--- config.mk ---
export PLATFORM = sky130hd
export DESIGN_NAME = pipe_ctrl_top
export DESIGN_NICKNAME = d
export VERILOG_FILES = /design/src/pipe_ctrl_pkg.sv /design/src/hazard_cfg_regs.sv /design/src/stage_tracker.sv /design/src/hazard_detect.sv /design/src/forward_select.sv /design/src/pipe_ctrl_top.sv
export SDC_FILE = /design/constraint.sdc
export NUM_CORES = 1
export LEC_CHECK = 0
export BUFFER_PORTS_ARGS = -buffer_cell sky130_fd_sc_hd__buf_2
export CAP_MARGIN = 20
export CORE_MARGIN = 5
export CORE_UTILIZATION = 24
export CTS_CLUSTER_DIAMETER = 80
export DETAILED_ROUTE_END_ITERATION = 8
export GPL_TIMING_DRIVEN = 0
export HOLD_SLACK_MARGIN = 0.05
export PLACE_DENSITY_LB_ADDON = 0.3
export SYNTH_ARGS = -nofsm -noshare
export SYNTH_HDL_FRONTEND = slang
export SYNTH_SLANG_ARGS = --single-unit
--- constraint.sdc ---
create_clock -name clk -period 1.8 [get_ports clk]
set_input_delay 0.18 -clock clk [delete_from_list [all_inputs] [get_ports clk]]
set_output_delay 0.18 -clock clk [all_outputs]
set_load 0.02 [all_outputs]
--- src/pipe_ctrl_pkg.sv ---
//------------------------------
// Shared types and constants for the pipeline control logic
// Opcode values follow the RV32I base encoding
//------------------------------
`default_nettype none

package pipe_ctrl_pkg;

    // Architectural register index
    // Index 0 names x0, which reads as zero and never carries a hazard
    typedef logic [4:0] reg_idx_t;

    // Major opcode field, instruction bits [6:0]
    typedef logic [6:0] opcode_t;

    // Unconditional jumps that redirect fetch once they reach EX
    localparam opcode_t OPC_JAL   = 7'b1101111;
    localparam opcode_t OPC_JALR  = 7'b1100111;

    // Load and store major opcodes
    // The decoder resolves these into flags before they reach this logic
    localparam opcode_t OPC_LOAD  = 7'b0000011;
    localparam opcode_t OPC_STORE = 7'b0100011;

    // Source of an EX operand
    // Code 2'd3 is reserved and never driven
    typedef enum logic [1:0] {
        FWD_NONE = 2'd0,
        FWD_MEM  = 2'd1,
        FWD_WB   = 2'd2
    } fwd_sel_t;

    // Hazard configuration word
    // Bit 0 enables operand forwarding
    // Bit 1 marks a register file that writes through to a same-cycle read
    typedef logic [1:0] hz_cfg_t;

    // Forwarding on and no write-through out of reset
    localparam hz_cfg_t HZ_CFG_RESET = 2'b01;

endpackage

`default_nettype wire

--- src/hazard_cfg_regs.sv ---
//------------------------------
// Two-bit hazard configuration register
// A write lands on the edge after cfg_we and steers the next cycle
//------------------------------
`timescale 1ns/1ns
`default_nettype none

module hazard_cfg_regs
    import pipe_ctrl_pkg::*;
(
    input  wire logic    clk,
    input  wire logic    arst_n,
    input  wire logic    cfg_we,
    input  wire hz_cfg_t cfg_wdata,
    output hz_cfg_t      cfg_rdata,
    output logic         fwd_en,
    output logic         rf_bypass
);

    hz_cfg_t cfg_q;

    // Configuration word, loaded by a one-cycle strobe
    always_ff @(posedge clk or negedge arst_n) begin
        if (!arst_n) begin
            cfg_q <= HZ_CFG_RESET;
        end else if (cfg_we) begin
            cfg_q <= cfg_wdata;
        end
    end

    // Readback shows the live register and not the pending write
    assign cfg_rdata = cfg_q;

    // Steering levels for the hazard and forwarding logic
    assign fwd_en    = cfg_q[0];
    assign rf_bypass = cfg_q[1];

    //------------------------------
    // Checks
    //------------------------------
    // A written word must be visible on the readback one cycle later
    a_cfg_readback : assert property (
        @(posedge clk) disable iff (!arst_n)
        cfg_we |=> (cfg_rdata == $past(cfg_wdata))
    ) else $error("hazard_cfg_regs: readback differs from last written word");

endmodule

`default_nettype wire

--- src/stage_tracker.sv ---
//------------------------------
// Control-field shadow of the ID/EX, EX/MEM and MEM/WB registers
// Only ID/EX can hold a bubble and nothing below EX ever stalls
//------------------------------
`timescale 1ns/1ns
`default_nettype none

module stage_tracker
    import pipe_ctrl_pkg::*;
(
    input  wire logic     clk,
    input  wire logic     arst_n,
    input  wire logic     idex_flush,
    // Fields of the instruction in ID
    input  wire logic     d_valid,
    input  wire reg_idx_t d_rs1,
    input  wire reg_idx_t d_rs2,
    input  wire reg_idx_t d_rd,
    input  wire logic     d_regwren,
    input  wire logic     d_memren,
    input  wire logic     d_memwren,
    input  wire opcode_t  d_opcode,
    // EX stage
    output logic          e_valid,
    output reg_idx_t      e_rs1,
    output reg_idx_t      e_rs2,
    output reg_idx_t      e_rd,
    output logic          e_regwren,
    output logic          e_memren,
    output opcode_t       e_opcode,
    // MEM stage
    output logic          m_valid,
    output reg_idx_t      m_rd,
    output reg_idx_t      m_rs2,
    output logic          m_regwren,
    output logic          m_memwren,
    // WB stage
    output logic          w_valid,
    output reg_idx_t      w_rd,
    output logic          w_regwren
);

    // Store flag of the EX instruction, only needed to feed MEM
    logic e_memwren;

    //------------------------------
    // Control state
    //------------------------------
    // Flags are qualified with valid so a bubble is never seen as a writer
    // A register write to x0 is dropped here as well
    always_ff @(posedge clk or negedge arst_n) begin
        if (!arst_n) begin
            e_valid   <= 1'b0;
            e_regwren <= 1'b0;
            e_memren  <= 1'b0;
            e_memwren <= 1'b0;
            m_valid   <= 1'b0;
            m_regwren <= 1'b0;
            m_memwren <= 1'b0;
            w_valid   <= 1'b0;
            w_regwren <= 1'b0;
        end else begin
            if (idex_flush) begin
                // Bubble into EX while ID holds or is squashed
                e_valid   <= 1'b0;
                e_regwren <= 1'b0;
                e_memren  <= 1'b0;
                e_memwren <= 1'b0;
            end else begin
                e_valid   <= d_valid;
                e_regwren <= d_valid & d_regwren & (d_rd != '0);
                e_memren  <= d_valid & d_memren;
                e_memwren <= d_valid & d_memwren;
            end
            // Lower stages always advance
            m_valid   <= e_valid;
            m_regwren <= e_regwren;
            m_memwren <= e_memwren;
            w_valid   <= m_valid;
            w_regwren <= m_regwren;
        end
    end

    //------------------------------
    // Payload fields
    //------------------------------
    // These are only looked at together with a qualified flag
    always_ff @(posedge clk) begin
        e_rs1    <= d_rs1;
        e_rs2    <= d_rs2;
        e_rd     <= d_rd;
        e_opcode <= d_opcode;
        m_rd     <= e_rd;
        m_rs2    <= e_rs2;
        w_rd     <= m_rd;
    end

    //------------------------------
    // Checks
    //------------------------------
    // A decoded instruction is never both a load and a store
    a_ld_st_excl : assert property (
        @(posedge clk) disable iff (!arst_n)
        !(e_memren && e_memwren)
    ) else $error("stage_tracker: EX marked as load and store");

    // A flushed slot must reach EX, then MEM, then WB with no write flags
    a_bubble_clean : assert property (
        @(posedge clk) disable iff (!arst_n)
        idex_flush |=> (!e_valid && !e_regwren && !e_memren && !e_memwren)
                   ##1 (!m_valid && !m_regwren && !m_memwren)
                   ##1 (!w_valid && !w_regwren)
    ) else $error("stage_tracker: bubble carried a write flag");

endmodule

`default_nettype wire

--- src/hazard_detect.sv ---
//------------------------------
// Stall and flush decisions for IF/ID and ID/EX
// d_rs1 and d_rs2 are compared even for an invalid ID slot
// e_br_taken is trusted to be low for a bubble in EX
//------------------------------
`timescale 1ns/1ns
`default_nettype none

module hazard_detect
    import pipe_ctrl_pkg::*;
(
    input  wire reg_idx_t       d_rs1,
    input  wire reg_idx_t       d_rs2,
    input  wire logic           e_valid,
    input  wire reg_idx_t       e_rd,
    input  wire logic           e_regwren,
    input  wire logic           e_memren,
    input  wire opcode_t        e_opcode,
    input  wire reg_idx_t       m_rd,
    input  wire logic           m_regwren,
    input  wire reg_idx_t       w_rd,
    input  wire logic           w_regwren,
    input  wire logic           e_br_taken,
    input  wire logic           fwd_en,
    input  wire logic           rf_bypass,
    output logic                stall_if,
    output logic                ifid_wren,
    output logic                ifid_flush,
    output logic                idex_flush
);

    logic e_match;
    logic m_match;
    logic w_match;
    logic load_use;
    logic wb_dec;
    logic no_fwd;
    logic cf_change;
    logic stall_raw;

    //------------------------------
    // Source matches per stage
    //------------------------------
    // A stage matches when it targets a nonzero rd read by the ID instruction
    assign e_match = (e_rd != '0) && ((e_rd == d_rs1) || (e_rd == d_rs2));
    assign m_match = (m_rd != '0) && ((m_rd == d_rs1) || (m_rd == d_rs2));
    assign w_match = (w_rd != '0) && ((w_rd == d_rs1) || (w_rd == d_rs2));

    // Load data is not ready before MEM so the consumer waits one cycle
    assign load_use = e_memren & e_match;

    // Without write-through the WB write lands after the ID read
    assign wb_dec = w_regwren & w_match & ~rf_bypass;

    // With forwarding off every writer still in flight must drain first
    assign no_fwd = ~fwd_en & ((e_regwren & e_match) | (m_regwren & m_match));

    assign stall_raw = load_use | wb_dec | no_fwd;

    // Redirect from EX, either a resolved branch or a jump
    assign cf_change = e_br_taken |
                       (e_valid & ((e_opcode == OPC_JAL) || (e_opcode == OPC_JALR)));

    //------------------------------
    // Pipeline control
    //------------------------------
    // A redirect wins since the stalled ID instruction is on the wrong path
    assign stall_if   = stall_raw & ~cf_change;
    assign ifid_wren  = ~stall_if;
    assign ifid_flush = cf_change;
    assign idex_flush = stall_if | cf_change;

    // Holding IF/ID while also squashing it would lose the redirect
    always_comb begin
        assert (!(stall_if && ifid_flush))
            else $error("hazard_detect: stall and IF/ID flush together");
    end

endmodule

`default_nettype wire

--- src/forward_select.sv ---
//------------------------------
// Operand forwarding selects for EX and the WB-to-MEM store data path
// MEM is the younger producer and wins over WB
//------------------------------
`timescale 1ns/1ns
`default_nettype none

module forward_select
    import pipe_ctrl_pkg::*;
(
    input  wire logic     e_valid,
    input  wire reg_idx_t e_rs1,
    input  wire reg_idx_t e_rs2,
    input  wire reg_idx_t m_rd,
    input  wire reg_idx_t m_rs2,
    input  wire logic     m_regwren,
    input  wire logic     m_memwren,
    input  wire reg_idx_t w_rd,
    input  wire logic     w_regwren,
    input  wire logic     fwd_en,
    output fwd_sel_t      rs1_sel,
    output fwd_sel_t      rs2_sel,
    output logic          wm_fwd_sel
);

    logic fwd_ok;
    logic m_live;
    logic w_live;

    // Selects stay at FWD_NONE for a bubble or with forwarding disabled
    assign fwd_ok = fwd_en & e_valid;

    // A producer counts only when it writes a nonzero register
    assign m_live = m_regwren & (m_rd != '0);
    assign w_live = w_regwren & (w_rd != '0);

    //------------------------------
    // EX operand selects
    //------------------------------
    always_comb begin
        rs1_sel = FWD_NONE;
        rs2_sel = FWD_NONE;
        if (fwd_ok) begin
            if (m_live && (m_rd == e_rs1)) begin
                rs1_sel = FWD_MEM;
            end else if (w_live && (w_rd == e_rs1)) begin
                rs1_sel = FWD_WB;
            end
            if (m_live && (m_rd == e_rs2)) begin
                rs2_sel = FWD_MEM;
            end else if (w_live && (w_rd == e_rs2)) begin
                rs2_sel = FWD_WB;
            end
        end
    end

    // Store in MEM picks up its data from the instruction retiring in WB
    assign wm_fwd_sel = fwd_en & m_memwren & w_live & (w_rd == m_rs2);

    // The reserved select code would steer the operand mux to nothing
    always_comb begin
        assert ((rs1_sel != fwd_sel_t'(2'd3)) && (rs2_sel != fwd_sel_t'(2'd3)))
            else $error("forward_select: reserved select code driven");
    end

endmodule

`default_nettype wire

--- src/pipe_ctrl_top.sv ---
//------------------------------
// Pipeline control for a five-stage RV32I core
// ID fields must stay steady while stall_if is high
//------------------------------
`timescale 1ns/1ns
`default_nettype none

module pipe_ctrl_top
    import pipe_ctrl_pkg::*;
(
    input  wire logic     clk,
    input  wire logic     arst_n,
    input  wire logic     d_valid,
    input  wire reg_idx_t d_rs1,
    input  wire reg_idx_t d_rs2,
    input  wire reg_idx_t d_rd,
    input  wire logic     d_regwren,
    input  wire logic     d_memren,
    input  wire logic     d_memwren,
    input  wire opcode_t  d_opcode,
    input  wire logic     e_br_taken,
    input  wire logic     cfg_we,
    input  wire hz_cfg_t  cfg_wdata,
    output hz_cfg_t       cfg_rdata,
    output logic          stall_if,
    output logic          ifid_wren,
    output logic          ifid_flush,
    output logic          idex_flush,
    output fwd_sel_t      rs1_sel,
    output fwd_sel_t      rs2_sel,
    output logic          wm_fwd_sel
);

    // Tracked stage state
    logic     e_valid;
    reg_idx_t e_rs1;
    reg_idx_t e_rs2;
    reg_idx_t e_rd;
    logic     e_regwren;
    logic     e_memren;
    opcode_t  e_opcode;
    logic     m_valid;
    reg_idx_t m_rd;
    reg_idx_t m_rs2;
    logic     m_regwren;
    logic     m_memwren;
    logic     w_valid;
    reg_idx_t w_rd;
    logic     w_regwren;

    // Configuration levels
    logic fwd_en;
    logic rf_bypass;

    hazard_cfg_regs u_cfg (
        .clk       (clk),
        .arst_n    (arst_n),
        .cfg_we    (cfg_we),
        .cfg_wdata (cfg_wdata),
        .cfg_rdata (cfg_rdata),
        .fwd_en    (fwd_en),
        .rf_bypass (rf_bypass)
    );

    stage_tracker u_tracker (
        .clk        (clk),
        .arst_n     (arst_n),
        .idex_flush (idex_flush),
        .d_valid    (d_valid),
        .d_rs1      (d_rs1),
        .d_rs2      (d_rs2),
        .d_rd       (d_rd),
        .d_regwren  (d_regwren),
        .d_memren   (d_memren),
        .d_memwren  (d_memwren),
        .d_opcode   (d_opcode),
        .e_valid    (e_valid),
        .e_rs1      (e_rs1),
        .e_rs2      (e_rs2),
        .e_rd       (e_rd),
        .e_regwren  (e_regwren),
        .e_memren   (e_memren),
        .e_opcode   (e_opcode),
        .m_valid    (m_valid),
        .m_rd       (m_rd),
        .m_rs2      (m_rs2),
        .m_regwren  (m_regwren),
        .m_memwren  (m_memwren),
        .w_valid    (w_valid),
        .w_rd       (w_rd),
        .w_regwren  (w_regwren)
    );

    hazard_detect u_hazard (
        .d_rs1      (d_rs1),
        .d_rs2      (d_rs2),
        .e_valid    (e_valid),
        .e_rd       (e_rd),
        .e_regwren  (e_regwren),
        .e_memren   (e_memren),
        .e_opcode   (e_opcode),
        .m_rd       (m_rd),
        .m_regwren  (m_regwren),
        .w_rd       (w_rd),
        .w_regwren  (w_regwren),
        .e_br_taken (e_br_taken),
        .fwd_en     (fwd_en),
        .rf_bypass  (rf_bypass),
        .stall_if   (stall_if),
        .ifid_wren  (ifid_wren),
        .ifid_flush (ifid_flush),
        .idex_flush (idex_flush)
    );

    forward_select u_fwd (
        .e_valid    (e_valid),
        .e_rs1      (e_rs1),
        .e_rs2      (e_rs2),
        .m_rd       (m_rd),
        .m_rs2      (m_rs2),
        .m_regwren  (m_regwren),
        .m_memwren  (m_memwren),
        .w_rd       (w_rd),
        .w_regwren  (w_regwren),
        .fwd_en     (fwd_en),
        .rs1_sel    (rs1_sel),
        .rs2_sel    (rs2_sel),
        .wm_fwd_sel (wm_fwd_sel)
    );

endmodule

`default_nettype wire

==> results of run 1 <==
[critical path: cells and delay by family (launching register included)]
family,cells,cell delay [ns]
flip-flops,1,0.33
buffers and inverters,2,0.29
AND/OR/NAND/NOR,4,0.90
AO/OA/AOI/OAI,1,0.22
[sequential cells by signal, indices dropped and copies added (netlist names)]
register,count
u_cfg.cfg_rdata,2
u_tracker.e_memren,1
u_tracker.e_memwren,1
u_tracker.e_opcode,6
u_tracker.e_rd,5
u_tracker.e_regwren,1
u_tracker.e_rs1,5
u_tracker.e_rs2,5
u_tracker.e_valid,1
u_tracker.m_memwren,1
u_tracker.m_rd,5
u_tracker.m_regwren,1
u_tracker.m_rs2,5
u_tracker.w_rd,5
u_tracker.w_regwren,1
[worst max-delay path by stage]
stage | startpoint | to
6_report | u_tracker.m_rd[3]$_DFF_P_ | rs1_sel[1]
5_1_grt | u_tracker.m_rd[3]$_DFF_P_ | rs2_sel[1]
4_1_cts | u_tracker.m_rd[3]$_DFF_P_ | rs1_sel[1]
3_5_place_dp | u_tracker.m_rd[3]$_DFF_P_ | rs1_sel[1]
3_3_place_gp | u_tracker.m_rd[3]$_DFF_P_ | rs1_sel[1]
2_1_floorplan | u_tracker.m_rd[2]$_DFF_P_ | ifid_wren
[power by group]
group / internal, W / switching [W]
sequential: 0.00105 / 0.0000481
combinational: 0.000163 / 0.000156
clock: 0.000311 / 0.000332
[metal layers]
metal  vias up  GRT usage  routed length, µm
met5         -          0                  0
met3         5     0.0219                126
met1       615      0.130               2130
met2        23      0.168               2230
met4         0     0.0284                 55
li1        695          -                  -
[layout make-up]
class                           instances  area, µm²  share of cell area
Multi-Input combinational cell        112        971               0.368
Timing Repair Buffer                   60        413               0.156
Inverter                                2       7.51             0.00284
Buffer                                  9       67.6              0.0256
Clock inverter                          2       13.8             0.00521
Tap cell                              102        128              0.0483
Sequential cell                        45        958               0.363
Clock buffer                            6       82.6              0.0313
[layout by cell type, fill, tap and decap left out, types with 2 or more instances in the layout]
master,instances
sky130_fd_sc_hd__a22oi_2,2
sky130_fd_sc_hd__buf_2,36
sky130_fd_sc_hd__buf_4,15
sky130_fd_sc_hd__buf_6,6
sky130_fd_sc_hd__clkbuf_8,6
sky130_fd_sc_hd__dfrtp_1,8
sky130_fd_sc_hd__dfxtp_1,31
sky130_fd_sc_hd__dfxtp_2,3
sky130_fd_sc_hd__dfxtp_4,2
sky130_fd_sc_hd__dlygate4sd3_1,12
sky130_fd_sc_hd__inv_1,2
sky130_fd_sc_hd__mux2_2,2
sky130_fd_sc_hd__nand2_1,5
sky130_fd_sc_hd__nand3_1,5
sky130_fd_sc_hd__nor2_1,7
sky130_fd_sc_hd__nor3_1,6
sky130_fd_sc_hd__nor3_2,5
sky130_fd_sc_hd__nor4_2,3
sky130_fd_sc_hd__nor4b_4,2
sky130_fd_sc_hd__o21ai_4,2
sky130_fd_sc_hd__or4_1,2
sky130_fd_sc_hd__or4_4,2
sky130_fd_sc_hd__xnor2_1,19
sky130_fd_sc_hd__xor2_1,36
[cells by family after synthesis]
group           synth area share
simple gates               0.134
compound gates            0.0575
xor+xnor                   0.255
flops                      0.501
buf+inv                   0.0417
mux                       0.0119
[through the flow]
step | hold slack (ns) | util | total power, W
global route | 0.0539 | 0.344 | 0.00218
CTS | 0.0570 | 0.339 | 0.00208
detailed placement | 0.0397 | 0.292 | 0.00139
floorplan | -0.116 | - | 0.00129
global placement | 0.0398 | 0.292 | 0.00139
finish | 0.0610 | 0.344 | 0.00206
[timing repair]
| action | in CTS | in global routing |
|---|---|---|
| hold buffers | 12 | 0 |
| pin swaps | 13 | 7 |
| endpoints found under the hold margin | 20 | 0 |
| endpoints found under the setup margin | 8 | 12 |
| buffers inserted | 7 | 1 |
| gates resized for setup | 29 | 11 |
==> out/summary.txt, run 1 <==
status: finished with violations
failing checks: negative setup slack
number of synthesis warnings: 0
share of flip-flops with an asynchronous set or reset after synthesis: 0.200
cell chosen for the clock root: sky130_fd_sc_hd__clkbuf_8
pin count of the biggest net entering global routing: 15
Critical Path Slowest Stage Cell: sky130_fd_sc_hd__or4_4
# port buffers: 41
Post-synth EDFFs: 0
final-report hold violation count: 0
clock transition at the register clock pins on the worst setup and hold paths after CTS: 0.09 ns
final number of setup-violating endpoints: 9
Die Wd: 98.8 µm
DRC violations left: 0
post-synthesis sequential element count: 45
Primary FF master, synth: sky130_fd_sc_hd__dfxtp_1
post-synth top area cell: sky130_fd_sc_hd__dfxtp_1
min Tclk post-route: 2.19 ns
worst setup skew after layout: 0.00857 ns
Worst Path Required: 1.62 ns
CTS H-Tree Depth: 2
placer's final routability congestion estimate: 0.780
buffer levels on the longest clock path: 2
Post-DRT Antenna Nets: 0
endpoint of the worst register-to-register path: u_tracker.e_regwren$_DFF_PN0_
worst-margin pin slew: 0.455 ns
die height: 98.8 µm
HPWL after detailed placement: 3410 µm
number of cells on the worst hold path: 1
Inserted Clock Buffers: 5
Synth Instances: 171
ratio of cells with drive above 1 in the final layout: 0.398
worst max-slew margin expressed relative to the limit: 0.693
worst-path fanout max: 3
critical path class: reg -> out
Sink Count: 45
via count of the first global-routing pass: 1,521
delay of the slowest critical-path stage: 0.54 ns
Worst Reg-to-Reg Cells: 6
cell-by-cell listing of the critical path: buf_6, or4_4, o21ai_4, nor4_2, nand3_1, nor4b_4, buf_4
via count: 1,338
final routed wirelength across all metal layers: 4540 µm
Core Area: 7690 µm²
sequential share of the synthesized area: 0.501
area growth from synthesis to layout: 39.6%
LEAKAGE: 1.09 nW
RSZ-0062 raised after global routing: yes
Final nets: 267
count of different cell masters after synthesis: 34
detail-routed via count per cell: 3.96
global-route total usage across every layer: 0.100
area share of the largest cell type after synthesis: 0.381
VDD IR max: 0.358 mV
fraction of the cycle the final worst path needs: 1.22
endpoint kind of the worst setup timing path: output port
number of pins exceeding their max-slew limit in the final report: 0
initial standard-cell utilization of the core: 0.246
First DRT Iteration DRCs: 42
average wire per standard cell: 13.4 µm
Die Area: 9760 µm²
number of optimization iterations in the first detailed-route pass: 4
slack of the critical path: -0.395 ns
min-delay src: d_rs1[4]
global-route wire length before repair: 7600 µm
number of antenna violations at the first check in global routing: 0
Hold WC Path Type: in -> reg
clk_lat worst skew: 0.29 ns
setup slack, reg-to-reg: -0.02 ns
Inserted Diodes: 0
Layout fillers: 800
Cell Area, Synth: 1890 µm²
most numerous cell types in the synthesized netlist: 36 x sky130_fd_sc_hd__dfxtp_1, 36 x sky130_fd_sc_hd__xor2_1, 19 x sky130_fd_sc_hd__xnor2_1, 11 x sky130_fd_sc_hd__nor3_1, 9 x sky130_fd_sc_hd__buf_2
total power density per cell area: 781 nW/µm²
R2R Path Start: u_tracker.m_rd[3]$_DFF_P_
type of element launching the critical path: register
Setup Total Neg Slack: -2.45 ns
endpoint of the worst hold-timing path: u_tracker.e_rs1[4]$_DFF_P_
per-instance average area after synthesis: 11.1 µm²
fin area: 2640 µm²
minimum setup slack after placement: -0.175 ns
max-cap violations: 0
cell count after placement: 314
global-route congestion overflow total: 0
maximum achievable frequency: 456 MHz
post-placement cell area: 2240 µm²
CP arrival: 2.01 ns
clock tree from TritonCTS: built
standard-cell rows: 32
top post-synthesis cells by area: sky130_fd_sc_hd__dfxtp_1 38%, sky130_fd_sc_hd__xor2_1 17%, sky130_fd_sc_hd__dfrtp_1 11%, sky130_fd_sc_hd__xnor2_1 8.8%, sky130_fd_sc_hd__nor3_1 2.9%
Top-Level Pins: 43
net count of the mapped netlist: 203
number of standard cells in the final layout excluding fillers: 338
(Power assumes the default switching activity.)
==> run 2: changes to the inputs <==
--- a/config.mk
+++ b/config.mk
@@ -5,6 +5,7 @@
 export SDC_FILE = /design/constraint.sdc
 export NUM_CORES = 1
 export LEC_CHECK = 0
+export ABC_AREA = 1
 export BUFFER_PORTS_ARGS = -buffer_cell sky130_fd_sc_hd__buf_2
 export CAP_MARGIN = 20
 export CORE_MARGIN = 5
==> run 2 against run 1 <==
  * Clock skew about the same
  * Routed wire length increased by 14%
  * Power up 1.8%
  * Clock-buffer cell count shrank 1
  * Flip-flop and latch count stayed put
  * The flow still finishes with violations (negative setup slack)
  * Largest cell class unchanged
  * Clock power is 1% lower
  * Combinational power grew 13%
  * Utilization is 0.93 points higher
==> out/summary.txt, run 2 <==
LEAKAGE: 1.45 nW (+33%)
CTS H-Tree Depth: 2 (unchanged)
clock tree from TritonCTS: built
switching power as a share of total power: 0.283 (+0.0235)
via count: 1,791 (+34%)
Layout fillers: 854 (+6.8%)
setup slack, reg-to-reg: 0.40 ns (+0.42 ns)
final routed wirelength across all metal layers: 5180 µm (+14%)
post-synth top area cell: sky130_fd_sc_hd__dfxtp_1
via count of the first global-routing pass: 1,728 (+14%)
final-report hold violation count: 0 (unchanged)
total power density per cell area: 717 nW/µm² (-8.2%)
Top-Level Pins: 43 (unchanged)
worst setup skew after layout: 0.00901 ns (+0.000439 ns)
global-route congestion overflow total: 0 (unchanged)
R2R Path Start: u_cfg.cfg_rdata[0]$_DFFE_PN1P_
Post-Route Utilization: 0.353 (+0.00935)
Primary FF master, synth: sky130_fd_sc_hd__dfxtp_1
cell chosen for the clock root: sky130_fd_sc_hd__clkbuf_8
sequential share of power: 0.527 (-0.007)
fraction of the cycle the final worst path needs: 1.01 (-0.214)
clock transition at the register clock pins on the worst setup and hold paths after CTS: 0.08 ns (about the same)
top register by number of flip-flops: u_tracker.e_opcode
number of optimization iterations in the first detailed-route pass: 4 (unchanged)
post-synthesis sequential element count: 45 (unchanged)
net count of the mapped netlist: 297 (+46%)
endpoint kind of the worst setup timing path: output port
Synth Instances: 265 (+55%)
endpoint of the worst hold-timing path: u_tracker.e_rs1[3]$_DFF_P_
initial standard-cell utilization of the core: 0.248 (+0.00206)
min-delay src: d_rs1[3]
failing checks: negative setup slack
max FFs per register: 6 (unchanged)
endpoint of the worst register-to-register path: u_tracker.e_memren$_DFF_PN0_
per-instance average area after synthesis: 7.77 µm² (-30%)
top library cells by usage in the layout, fill and taps aside: 70 x sky130_fd_sc_hd__nand2_1, 33 x sky130_fd_sc_hd__buf_2, 30 x sky130_fd_sc_hd__nor2_1
most numerous cell types in the synthesized netlist: 75 x sky130_fd_sc_hd__nand2_1, 36 x sky130_fd_sc_hd__dfxtp_1, 32 x sky130_fd_sc_hd__nor2_1, 30 x sky130_fd_sc_hd__inv_1, 14 x sky130_fd_sc_hd__nand3_1
Sink Count: 45 (unchanged)
Inserted Clock Buffers: 5 (unchanged)
VDD IR max: 0.266 mV (-26%)
placer's final routability congestion estimate: 0.770 (-1.3%)
worst-margin pin slew: 0.415 ns (-0.0399 ns)
area growth from synthesis to layout: 42.2%
standard-cell rows: 33 (+3.1%)
Die Wd: 103 µm (+3.9%)
Inserted Diodes: 0 (unchanged)
max-cap violations: 0 (unchanged)
number of cells on the worst hold path: 1 (unchanged)
Setup Total Neg Slack: -0.0176 ns (+2.43 ns)
final worst hold slack: 0.0611 ns (+0.000150 ns)
most frequent cell after synthesis: sky130_fd_sc_hd__nand2_1
DRC violations left: 0 (unchanged)
final number of setup-violating endpoints: 2 (-7)
Core Area: 8300 µm² (+8.0%)
status: finished with violations
average wire per standard cell: 11.7 µm (-13%)
fraction of power consumed by combinational cells: 0.171 (+0.017)
power share of the clock group: 0.303 (-0.009)
post-placement cell area: 2400 µm² (+6.9%)
Worst Path Required: 1.62 ns (about the same)
maximum achievable frequency: 553 MHz (+21%)
worst max-slew margin expressed relative to the limit: 0.723 (+0.0306)
slack of the critical path: -0.00963 ns (+0.385 ns)
detail-routed via count per cell: 4.03 (+1.9%)
Internal: 0.00151 W (-1.4%)
Worst Reg-to-Reg Cells: 7 (+1)
sw power: 0.000595 W (+11%)
pin count of the biggest net entering global routing: 16 (+1)
global-route wire length before repair: 8040 µm (+5.8%)
Die Area: 10,500 µm² (+7.9%)
clk_lat worst skew: 0.31 ns (+0.02 ns)
ratio of cells with drive above 1 in the final layout: 0.348 (-0.0502)
Cell Area, Synth: 2060 µm² (+8.9%)
min Tclk post-route: 1.81 ns (-0.385 ns)
buffer levels on the longest clock path: 2 (unchanged)
RSZ-0062 raised after global routing: yes
Final nets: 370 (+39%)
share of flip-flops with an asynchronous set or reset after synthesis: 0.200 (unchanged)
Hold WC Path Type: in -> reg
area share of the largest cell type after synthesis: 0.350 (-0.0310)
critical path class: reg -> out
Post-DRT Antenna Nets: 0 (unchanged)
number of pins exceeding their max-slew limit in the final report: 0 (unchanged)
# port buffers: 41 (unchanged)
worst-path fanout max: 6 (+3)
number of antenna violations at the first check in global routing: 0 (unchanged)
global-route total usage across every layer: 0.101 (+0.000152)
count of different cell masters after synthesis: 30 (-12%)
most common cell after layout, fill and taps aside: sky130_fd_sc_hd__nand2_1
First DRT Iteration DRCs: 93 (+120%)
top post-synthesis cells by area: sky130_fd_sc_hd__dfxtp_1 35%, sky130_fd_sc_hd__nand2_1 14%, sky130_fd_sc_hd__dfrtp_1 9.7%, sky130_fd_sc_hd__nor2_1 5.8%, sky130_fd_sc_hd__xnor2_1 5.5%
type of element launching the critical path: register
CP arrival: 1.63 ns (-0.38 ns)
sequential share of the synthesized area: 0.460 (-0.0408)
die height: 103 µm (+3.9%)
HPWL after detailed placement: 4020 µm (+18%)
Post-synth EDFFs: 0 (unchanged)
number of synthesis warnings: 0 (unchanged)
fin area: 2930 µm² (+11%)
run 2: power groups by stage:
stage	Sequential, W	Clock, W	Combinational (W)
4_1_cts	0.00110	0.000653	0.000335
2_1_floorplan	0.00111	0	0.000190
3_5_place_dp	0.00112	0	0.000286
5_1_grt	0.00112	0.000707	0.000396
3_3_place_gp	0.00112	0	0.000283
6_report	0.00111	0.000636	0.000358
run 2: cell type report:
type                            count  area [µm²]  share of cell area
Timing Repair Buffer               68         495               0.169
Buffer                              6        60.1              0.0205
Clock inverter                      3        21.3             0.00726
Tap cell                          105         131              0.0449
Inverter                           36         145              0.0496
Multi-Input combinational cell    176        1030               0.351
Sequential cell                    45         980               0.334
Clock buffer                        5        68.8              0.0235
run 2: critical path, cell delays in order, from the launching register on:
cell	delay, ns
sky130_fd_sc_hd__dfxtp_4	0.40
sky130_fd_sc_hd__inv_2	0.08
sky130_fd_sc_hd__nand3_4	0.08
sky130_fd_sc_hd__o21ai_4	0.06
sky130_fd_sc_hd__buf_12	0.13
sky130_fd_sc_hd__nor4_4	0.25
sky130_fd_sc_hd__buf_4	0.15
sky130_fd_sc_hd__nor3_2	0.03
sky130_fd_sc_hd__buf_4	0.15
run 2: through the flow:
step | total power [W] | cells | setup slack [ns]
floorplan | 0.00130 | 265 | 0.288
global placement | 0.00141 | 411 | 0.222
detailed placement | 0.00141 | 411 | 0.197
CTS | 0.00209 | 438 | -0.0143
global route | 0.00222 | 444 | -0.111
finish | 0.00210 | 444 | -0.00963
run 2: cells by family after synthesis:
kind of cell	Yosys count	synth area share
muxes	2	0.0109
buffers and inverters	44	0.101
DFF	45	0.460
AOI/OAI and AO/OA	11	0.0352
xor gates and xnor gates	25	0.106
and+or+nand+nor	138	0.287
run 2: how the worst max path moves through the flow:
stage                               from  slack [ns]  depth (start not counted)    endpoint
2_1_floorplan  u_tracker.w_rd[1]$_DFF_P_        0.29                          7  rs1_sel[1]
3_3_place_gp   u_tracker.m_rd[0]$_DFF_P_        0.22                          6  rs1_sel[0]
3_5_place_dp   u_tracker.m_rd[4]$_DFF_P_        0.20                         11    stall_if
4_1_cts        u_tracker.w_rd[4]$_DFF_P_       -0.01                         12    stall_if
5_1_grt        u_tracker.m_rd[2]$_DFF_P_       -0.11                          9  rs1_sel[1]
6_report       u_tracker.m_rd[4]$_DFF_P_       -0.01                          8  rs1_sel[1]
run 2: timing repair:
item                       4_1_cts  5_1_grt
gates cloned                     0        0
gates resized for setup         28       41
hold buffers                    16        0
pin swaps                        8       19
setup endpoints to repair        6        8
setup buffers                    3        8
hold endpoints to repair        24        0
run 2: per-layer routing:
layer  part of all wire  global-route usage  vias to the layer above
li1                   -                   -                      962
met5                  0                   0                        -
met3              0.034              0.0217                        7
met4              0.012              0.0333                        0
met1               0.46               0.126                      796
met2               0.50               0.171                       26
